--- config.mk ---
export PLATFORM = sky130hd
export DESIGN_NAME = rob_top
export DESIGN_NICKNAME = d
export VERILOG_FILES = /design/src/hdl/rob_pkg.sv /design/src/hdl/rob_ram.sv /design/src/hdl/rob_alloc.sv /design/src/hdl/rob_writeback.sv /design/src/hdl/rob_commit.sv /design/src/hdl/rob_top.sv
export VERILOG_INCLUDE_DIRS = /design/src /design/src/hdl
export SDC_FILE = /design/constraint.sdc
export NUM_CORES = 2
export LEC_CHECK = 0
export BUFFER_PORTS_ARGS = -buffer_cell sky130_fd_sc_hd__buf_2
export CORE_MARGIN = 8
export CORE_UTILIZATION = 56
export DETAILED_ROUTE_END_ITERATION = 8
export HOLD_SLACK_MARGIN = 0.15
export PLACE_DENSITY = 0.76
export SYNTH_ARGS = -nofsm -noshare
export SYNTH_HDL_FRONTEND = slang
export SYNTH_SLANG_ARGS = --single-unit
--- constraint.sdc ---
create_clock -name clk -period 8.9 [get_ports clk]
set_input_delay 2.225 -clock clk [delete_from_list [all_inputs] [get_ports clk]]
set_output_delay 2.225 -clock clk [all_outputs]
set_load 0.005 [all_outputs]
--- src/hdl/rob_defs.svh ---
`ifndef ROB_DEFS_SVH
`define ROB_DEFS_SVH

// buffer geometry
`define ROB_DEPTH 16     // entry count as a power of two
`define COMMIT_WIDTH 2   // retire lanes per cycle

// fetch targets
`define RESET_PC 32'h0000_1000     // idle redirect target
`define TRAP_VECTOR 32'h0000_0100  // exception handler entry

`endif

--- src/hdl/rob_pkg.sv ---
`default_nettype none

`include "rob_defs.svh"

package rob_pkg;

    // slot index doubles as operation id
    typedef logic [$clog2(`ROB_DEPTH)-1:0] rob_idx_t;

    // one extra bit so a full buffer is representable
    typedef logic [$clog2(`ROB_DEPTH):0] rob_cnt_t;

    // written at dispatch
    typedef struct packed {
        logic [31:0] pc;
        logic [31:0] pnpc;   // predicted next pc
        logic [4:0]  rd;
    } rob_dec_t;

    // written at write-back
    typedef struct packed {
        logic [31:0] npc;    // actual next pc
        logic        exc;
        logic [5:0]  cause;
    } rob_exe_t;

endpackage

`default_nettype wire

--- src/hdl/rob_ram.sv ---
`timescale 1ns/1ps
`default_nettype none

module rob_ram #(
    parameter type entry_t = logic [31:0],
    parameter int  DEPTH   = 16,
    parameter int  RPORTS  = 2
) (
    input  wire logic                                  clk,
    input  wire logic                                  we,
    input  wire logic [$clog2(DEPTH)-1:0]              waddr,
    input  wire entry_t                                wdata,
    input  wire logic [RPORTS-1:0][$clog2(DEPTH)-1:0]  raddr,
    output      entry_t [RPORTS-1:0]                   rdata
);

    entry_t mem [DEPTH];   // one payload per slot

    always_ff @(posedge clk) begin
        if (we) begin
            mem[waddr] <= wdata;
        end
    end

    // read ports see the array before this edge's write
    always_comb begin
        for (int i = 0; i < RPORTS; i++) begin
            rdata[i] = mem[raddr[i]];
        end
    end

endmodule

`default_nettype wire

--- src/hdl/rob_alloc.sv ---
`timescale 1ns/1ps
`default_nettype none

`include "rob_defs.svh"

module rob_alloc import rob_pkg::*; (
    input  wire logic        clk,
    input  wire logic        rst,
    input  wire logic        disp_valid,
    output      logic        disp_ready,
    input  wire logic [31:0] disp_pc,
    input  wire logic [31:0] disp_pnpc,
    input  wire logic [4:0]  disp_rd,
    output      rob_idx_t    disp_opid,
    input  wire rob_cnt_t    retire_cnt,
    input  wire logic        flush,
    input  wire logic        redirect,
    output      rob_cnt_t    count,
    output      logic        alloc_fire,
    output      logic        dec_we,
    output      rob_idx_t    dec_waddr,
    output      rob_dec_t    dec_wdata
);

    rob_idx_t tail;
    logic     full;

    assign full       = (count == rob_cnt_t'(`ROB_DEPTH));
    assign disp_ready = !full && !redirect;   // no new entries while redirecting
    assign alloc_fire = disp_valid && disp_ready;
    assign disp_opid  = tail;

    // decode half of the entry goes in at the tail
    assign dec_we          = alloc_fire;
    assign dec_waddr       = tail;
    assign dec_wdata.pc    = disp_pc;
    assign dec_wdata.pnpc  = disp_pnpc;
    assign dec_wdata.rd    = disp_rd;

    always_ff @(posedge clk) begin
        if (rst || flush) begin
            tail <= '0;
        end else if (alloc_fire) begin
            tail <= tail + 1'b1;   // wraps at ROB_DEPTH
        end
    end

    // in and out can both happen on one edge
    always_ff @(posedge clk) begin
        if (rst || flush) begin
            count <= '0;
        end else begin
            count <= count + rob_cnt_t'(alloc_fire) - retire_cnt;
        end
    end

endmodule

`default_nettype wire

--- src/hdl/rob_writeback.sv ---
`timescale 1ns/1ps
`default_nettype none

`include "rob_defs.svh"

module rob_writeback import rob_pkg::*; (
    input  wire logic                  clk,
    input  wire logic                  rst,
    input  wire logic                  exe_valid,
    input  wire rob_idx_t              exe_opid,
    input  wire logic [31:0]           exe_npc,
    input  wire logic                  exe_exc,
    input  wire logic [5:0]            exe_cause,
    input  wire logic                  alloc_fire,
    input  wire rob_idx_t              alloc_idx,
    input  wire logic                  flush,
    output      logic                  exe_we,
    output      rob_idx_t              exe_waddr,
    output      rob_exe_t              exe_wdata,
    output      logic [`ROB_DEPTH-1:0] done
);

    // result lands in the execute half of its entry
    assign exe_we          = exe_valid;
    assign exe_waddr       = exe_opid;
    assign exe_wdata.npc   = exe_npc;
    assign exe_wdata.exc   = exe_exc;
    assign exe_wdata.cause = exe_cause;

    // done is registered, so commit sees a result one cycle after it is written
    always_ff @(posedge clk) begin
        if (rst || flush) begin
            done <= '0;
        end else begin
            if (alloc_fire) begin
                done[alloc_idx] <= 1'b0;   // stale bit from the slot's last use
            end
            if (exe_valid) begin
                done[exe_opid] <= 1'b1;
            end
        end
    end

endmodule

`default_nettype wire

--- src/hdl/rob_commit.sv ---
`timescale 1ns/1ps
`default_nettype none

`include "rob_defs.svh"

module rob_commit import rob_pkg::*; (
    input  wire logic                                 clk,
    input  wire logic                                 rst,
    input  wire rob_cnt_t                             count,
    input  wire logic [`ROB_DEPTH-1:0]                done,
    output      rob_idx_t [`COMMIT_WIDTH-1:0]         raddr,
    input  wire rob_dec_t [`COMMIT_WIDTH-1:0]         dec_rdata,
    input  wire rob_exe_t [`COMMIT_WIDTH-1:0]         exe_rdata,
    output      logic [`COMMIT_WIDTH-1:0]             com_valid,
    output      rob_idx_t [`COMMIT_WIDTH-1:0]         com_opid,
    output      logic [`COMMIT_WIDTH-1:0][31:0]       com_pc,
    output      logic [`COMMIT_WIDTH-1:0][4:0]        com_rd,
    output      rob_cnt_t                             retire_cnt,
    output      logic                                 redirect,
    output      logic [31:0]                          redirect_pc,
    output      logic                                 exception,
    output      logic [31:0]                          epc,
    output      logic [5:0]                           cause,
    output      logic                                 flush
);

    rob_idx_t                 head;
    logic [`COMMIT_WIDTH-1:0] lane_ok;   // live and finished

    // lanes look at consecutive slots from the head
    always_comb begin
        for (int i = 0; i < `COMMIT_WIDTH; i++) begin
            raddr[i]    = head + rob_idx_t'(i);
            lane_ok[i]  = (rob_cnt_t'(i) < count) && done[raddr[i]];
            com_opid[i] = raddr[i];
            com_pc[i]   = dec_rdata[i].pc;
            com_rd[i]   = dec_rdata[i].rd;
        end
    end

    // Walk the lanes in order. The first lane that is not ready, or that
    // redirects, ends the group; an excepting lane itself does not retire.
    always_comb begin
        logic stop;
        stop        = 1'b0;
        com_valid   = '0;
        redirect    = 1'b0;
        redirect_pc = `RESET_PC;   // idle value
        exception   = 1'b0;
        epc         = '0;
        cause       = '0;
        for (int i = 0; i < `COMMIT_WIDTH; i++) begin
            if (!stop && lane_ok[i]) begin
                if (exe_rdata[i].exc) begin
                    exception   = 1'b1;
                    epc         = dec_rdata[i].pc;
                    cause       = exe_rdata[i].cause;
                    redirect    = 1'b1;
                    redirect_pc = `TRAP_VECTOR;
                    stop        = 1'b1;
                end else begin
                    com_valid[i] = 1'b1;
                    if (exe_rdata[i].npc != dec_rdata[i].pnpc) begin
                        redirect    = 1'b1;            // mispredicted entry still retires
                        redirect_pc = exe_rdata[i].npc;
                        stop        = 1'b1;
                    end
                end
            end else begin
                stop = 1'b1;
            end
        end
    end

    always_comb begin
        retire_cnt = '0;
        for (int i = 0; i < `COMMIT_WIDTH; i++) begin
            retire_cnt = retire_cnt + rob_cnt_t'(com_valid[i]);
        end
    end

    // whole buffer empties at the edge closing the redirect cycle
    assign flush = redirect;

    always_ff @(posedge clk) begin
        if (rst || flush) begin
            head <= '0;
        end else begin
            head <= head + rob_idx_t'(retire_cnt);
        end
    end

endmodule

`default_nettype wire

--- src/hdl/rob_top.sv ---
`timescale 1ns/1ps
`default_nettype none

`include "rob_defs.svh"

module rob_top import rob_pkg::*; (
    input  wire logic                            clk,
    input  wire logic                            rst,
    input  wire logic                            disp_valid,
    output      logic                            disp_ready,
    input  wire logic [31:0]                     disp_pc,
    input  wire logic [31:0]                     disp_pnpc,
    input  wire logic [4:0]                      disp_rd,
    output      rob_idx_t                        disp_opid,
    input  wire logic                            exe_valid,
    input  wire rob_idx_t                        exe_opid,
    input  wire logic [31:0]                     exe_npc,
    input  wire logic                            exe_exc,
    input  wire logic [5:0]                      exe_cause,
    output      logic [`COMMIT_WIDTH-1:0]        com_valid,
    output      rob_idx_t [`COMMIT_WIDTH-1:0]    com_opid,
    output      logic [`COMMIT_WIDTH-1:0][31:0]  com_pc,
    output      logic [`COMMIT_WIDTH-1:0][4:0]   com_rd,
    output      logic                            redirect,
    output      logic [31:0]                     redirect_pc,
    output      logic                            exception,
    output      logic [31:0]                     epc,
    output      logic [5:0]                      cause
);

    rob_cnt_t                     count;
    rob_cnt_t                     retire_cnt;
    logic                         flush;
    logic                         alloc_fire;
    logic                         dec_we;
    rob_idx_t                     dec_waddr;
    rob_dec_t                     dec_wdata;
    logic                         exe_we;
    rob_idx_t                     exe_waddr;
    rob_exe_t                     exe_wdata;
    logic [`ROB_DEPTH-1:0]        done;
    rob_idx_t [`COMMIT_WIDTH-1:0] raddr;       // shared by both RAMs
    rob_dec_t [`COMMIT_WIDTH-1:0] dec_rdata;
    rob_exe_t [`COMMIT_WIDTH-1:0] exe_rdata;

    rob_alloc rob_alloc_inst (
        .clk(clk), .rst(rst),
        .disp_valid(disp_valid), .disp_ready(disp_ready),
        .disp_pc(disp_pc), .disp_pnpc(disp_pnpc), .disp_rd(disp_rd),
        .disp_opid(disp_opid), .retire_cnt(retire_cnt),
        .flush(flush), .redirect(redirect), .count(count),
        .alloc_fire(alloc_fire),
        .dec_we(dec_we), .dec_waddr(dec_waddr), .dec_wdata(dec_wdata)
    );

    rob_writeback rob_writeback_inst (
        .clk(clk), .rst(rst),
        .exe_valid(exe_valid), .exe_opid(exe_opid), .exe_npc(exe_npc),
        .exe_exc(exe_exc), .exe_cause(exe_cause),
        .alloc_fire(alloc_fire), .alloc_idx(dec_waddr), .flush(flush),
        .exe_we(exe_we), .exe_waddr(exe_waddr), .exe_wdata(exe_wdata),
        .done(done)
    );

    rob_commit rob_commit_inst (
        .clk(clk), .rst(rst),
        .count(count), .done(done), .raddr(raddr),
        .dec_rdata(dec_rdata), .exe_rdata(exe_rdata),
        .com_valid(com_valid), .com_opid(com_opid), .com_pc(com_pc), .com_rd(com_rd),
        .retire_cnt(retire_cnt),
        .redirect(redirect), .redirect_pc(redirect_pc),
        .exception(exception), .epc(epc), .cause(cause),
        .flush(flush)
    );

    rob_ram #(.entry_t(rob_dec_t), .DEPTH(`ROB_DEPTH), .RPORTS(`COMMIT_WIDTH)) dec_ram_inst (
        .clk(clk), .we(dec_we), .waddr(dec_waddr), .wdata(dec_wdata),
        .raddr(raddr), .rdata(dec_rdata)
    );

    rob_ram #(.entry_t(rob_exe_t), .DEPTH(`ROB_DEPTH), .RPORTS(`COMMIT_WIDTH)) exe_ram_inst (
        .clk(clk), .we(exe_we), .waddr(exe_waddr), .wdata(exe_wdata),
        .raddr(raddr), .rdata(exe_rdata)
    );

endmodule

`default_nettype wire

==> impl_metrics.csv <==
group,metric,value,unit
sta,hold_violations,0,
drt,postRouteAntennaNets,0,
synth,yosysSeqAreaShare,63.7,%
job,cap_violations,0,
power,combPwrFrac,6.5,%
worst_setup_path,cp_slowest_cell,"dfxtp_4",
sta,fmax,115,MHz
synth,synthDistinctLibCells,62,
synth,yosys_warnings,0,
grt,overflow,0,
drt,wirelength,235000,um
clock_network,numClockSinks,1757,
grt,grt_pass1_vias,46900,
sta,finalCritPeriodShare,97.9,%
drt,drtIter0Drc,5972,
synth,synth_area,82400,um^2
sta,max-slew-margin-rel,24.4,%
floorplan,num_rows,140,
synth,async_flop_share,0,%
synth,synth_nets,4143,
final_layout,final_area,92200,um^2
worst_setup_path,setup.worst_path.start_class,"flop",
sta,grt_setup_unrepaired,"no",
clock_network,cts_buffers,177,
power,power.share.clock,41.0,%
synth,netlist.area_leader.share,63.0,%
drt,first_pass_iters,6,
synth,ys_ff_latch,1757,
synth,syn-mean-instance-area,20.6,um^2
sta,fin_crit,8.71,ns
worst_setup_path,cp.arrival,6.49,ns
clock_network,htreeDepth,4,
place,place_area,86400,um^2
clock_network,clockBufferDepth,3,
power,p_sw_share,22.1,%
floorplan,die_w,400,um
worst_setup_path,cp_max_fo,109,
grt,grt_pass1_wl,335000,um
sta,fin_worst_skew,0.0378,ns
synth,yosysMostFrequentCell,"edfxtp_1",
sta,worst_hold_slack,0.501,ns
floorplan,ioPinCount,277,
synth,synth_enable_flop_cells,1728,
power,power_leakage,28.3,nW
synth,synth_flop_cell,"edfxtp_1",
synth,netlist_instances,4009,
floorplan,core,146000,um^2
power,irDropWorstVdd,0.174,mV
floorplan,die_y,400,um
clock_network,clk_pin_slew,0.06,ns
outcome,outcome,"finished clean",
drt,drt-vias-per-instance,7.22,
drt,dr_total_vias,46100,
grt,global_route.usage.total,29.3,%
power,seqPwrFrac,52.6,%
place,place_congestion,0.848,
worst_setup_path,worstPathRequired,6.68,ns
clock_network,cts-root-buf,"clkbuf_16",
power,p_int,13.9,mW
final_layout,synthToLayoutAreaGrowth,11.8,%
sta,tns,0,ns
worst_setup_path,path_class,"flop to primary output",
sta,slew_violations,0,
final_layout,finalNonFillerCells,6377,
clock_network,cts_tree,"done",
synth,synth_common_cells,"edfxtp_1, mux4_2, mux2i_1, nand2_1, clkbuf_1",
power,power,17.9,mW
clock_network,clk_latency,0.81,ns
sta,tightest_slew,1.13,ns
worst_setup_path,critPathCaptureType,"primary output",
floorplan,initial_utilization,56.5,%
place,io_buffer_count,276,
place,dp_hpwl,132000,um
grt,antenna_found_initial,42,
place,dp.cells,6034,
final_layout,layout-drive-gt1-share,38.0,%
drt,drc,0,
grt,grt_max_degree,147,
synth,synth.area.top_cells,"edfxtp_1, mux4_2, mux2i_1, xor2_1, nand2_1",
power,p_switching,3.97,mW
clock_network,ctsHoldBuffers,0,
worst_setup_path,slowest_delay,0.64,ns
final_layout,nets,4430,
sta,setup_viol_count_final,0,
floorplan,dieArea,160000,um^2
power,power-per-cell-area,194,nW/um^2
drt,routedWlPerCell,36.8,um
synth,synth_top_area_cell,"edfxtp_1",
hold_path,hold_class,"flop to flop",
worst_setup_path,path_cells,"buf_12 > mux4_2 > mux2i_1 > xor2_1 > nor4b_1 > o32ai_1 > a2111oi_4 > o2111ai_1 > and2_0 > nand2b_1 > nor2b_1 > buf_4 > buf_2",
==> registers in the layout (all words and copies together), names as in the netlist <==
name and count:
dec_ram_inst.mem 1104, exe_ram_inst.mem 624, rob_writeback_inst.done 16, rob_alloc_inst.count 5, rob_alloc_inst.dec_waddr 4, rob_commit_inst.head 4
==> area by class of cell <==
| cell class | instances | area, um^2 |
|---|---|---|
| Fill cell | 9682 | 53800 |
| Sequential cell | 1757 | 52500 |
| Multi-Input combinational cell | 1919 | 28600 |
| Clock buffer | 209 | 4600 |
| Timing Repair Buffer | 400 | 2760 |
| Tap cell | 1917 | 2400 |
| Clock inverter | 111 | 1070 |
| Inverter | 41 | 166 |
| Antenna cell | 23 | 57.6 |
==> power groups by stage <==
stage	Sequential [mW]	Combinational [mW]	Clock [mW]
2_1_floorplan	9.58	0.638	0
3_3_place_gp	9.57	1.13	0
3_5_place_dp	9.58	1.14	0
4_1_cts	9.42	1.15	7.41
5_1_grt	9.44	1.22	7.71
6_report	9.42	1.16	7.34
==> kinds of logic (layout without fill, tap and decap cells) <==
group / Yosys count / after routing / synth area share [%]
other: 0 / 23 / 0
DFF: 1757 / 1757 / 63.7
buffers and inverters: 333 / 761 / 1.93
and+or+nand+nor: 397 / 397 / 2.18
muxes: 1166 / 1166 / 28.7
xor gates and xnor gates: 145 / 145 / 1.56
adders and majority gates: 18 / 18 / 0.291
AOI/OAI and AO/OA: 193 / 193 / 1.72
==> placed cells by master (no fill, tap or decap), types with 34 or more instances in the layout <==
cell type  count
clkbuf_16    179
clkinv_1      34
edfxtp_1    1728
o21ai_0       36
xor2_1        78
nand3_1       42
inv_1         36
mux4_2       954
buf_12        36
buf_2        276
buf_4         88
xnor2_1       65
nand2_1      165
nor2_1        65
mux2i_1      197
==> per-layer routing <==
| metal | track usage [%] | part of all wire (%) |
|---|---|---|
| met5 | 0 | 0.069 |
| met4 | 13.8 | 5.0 |
| met3 | 6.97 | 11 |
| met2 | 46.9 | 49 |
| met1 | 38.4 | 35 |
==> final timing paths <==
| check | startpoint | endpoint | slack, ns | cells after the start |
|---|---|---|---|---|
| setup / recovery | rob_commit_inst.head[0] | disp_ready | 0.19 | 13 |
| hold / removal | rob_writeback_inst.done[11] | rob_writeback_inst.done[11] | 0.50 | 2 |
| setup reg to reg | rob_commit_inst.head[0] | rob_alloc_inst.count[4] | 1.61 | 24 |
| hold reg to reg | rob_writeback_inst.done[11] | rob_writeback_inst.done[11] | 0.50 | 2 |
==> metrics by stage <==
step,util [%],setup WS [ns]
2_1_floorplan,-,-0.443
3_3_place_gp,59.2,1.08
3_5_place_dp,59.2,1.09
4_1_cts,63.1,0.195
5_1_grt,63.1,0.0178
6_report,63.2,0.186
==> critical path, delay by kind of cell, from the launching register on <==
kind,cells,cell delay (ns)
xor gates and xnor gates,1,0.19
muxes,2,0.92
and+or+nand+nor,4,1.59
DFF,1,0.64
buffers and inverters,3,0.88
AOI/OAI and AO/OA,3,1.30
==> repair_timing <==
| action | 4_1_cts | 5_1_grt |
|---|---|---|
| endpoints found under the hold margin | 0 | 0 |
| gates resized for setup | 0 | 1 |
| endpoints found under the setup margin | 0 | 1 |
| buffers inserted | 0 | 0 |
(Power assumes the default switching activity.)
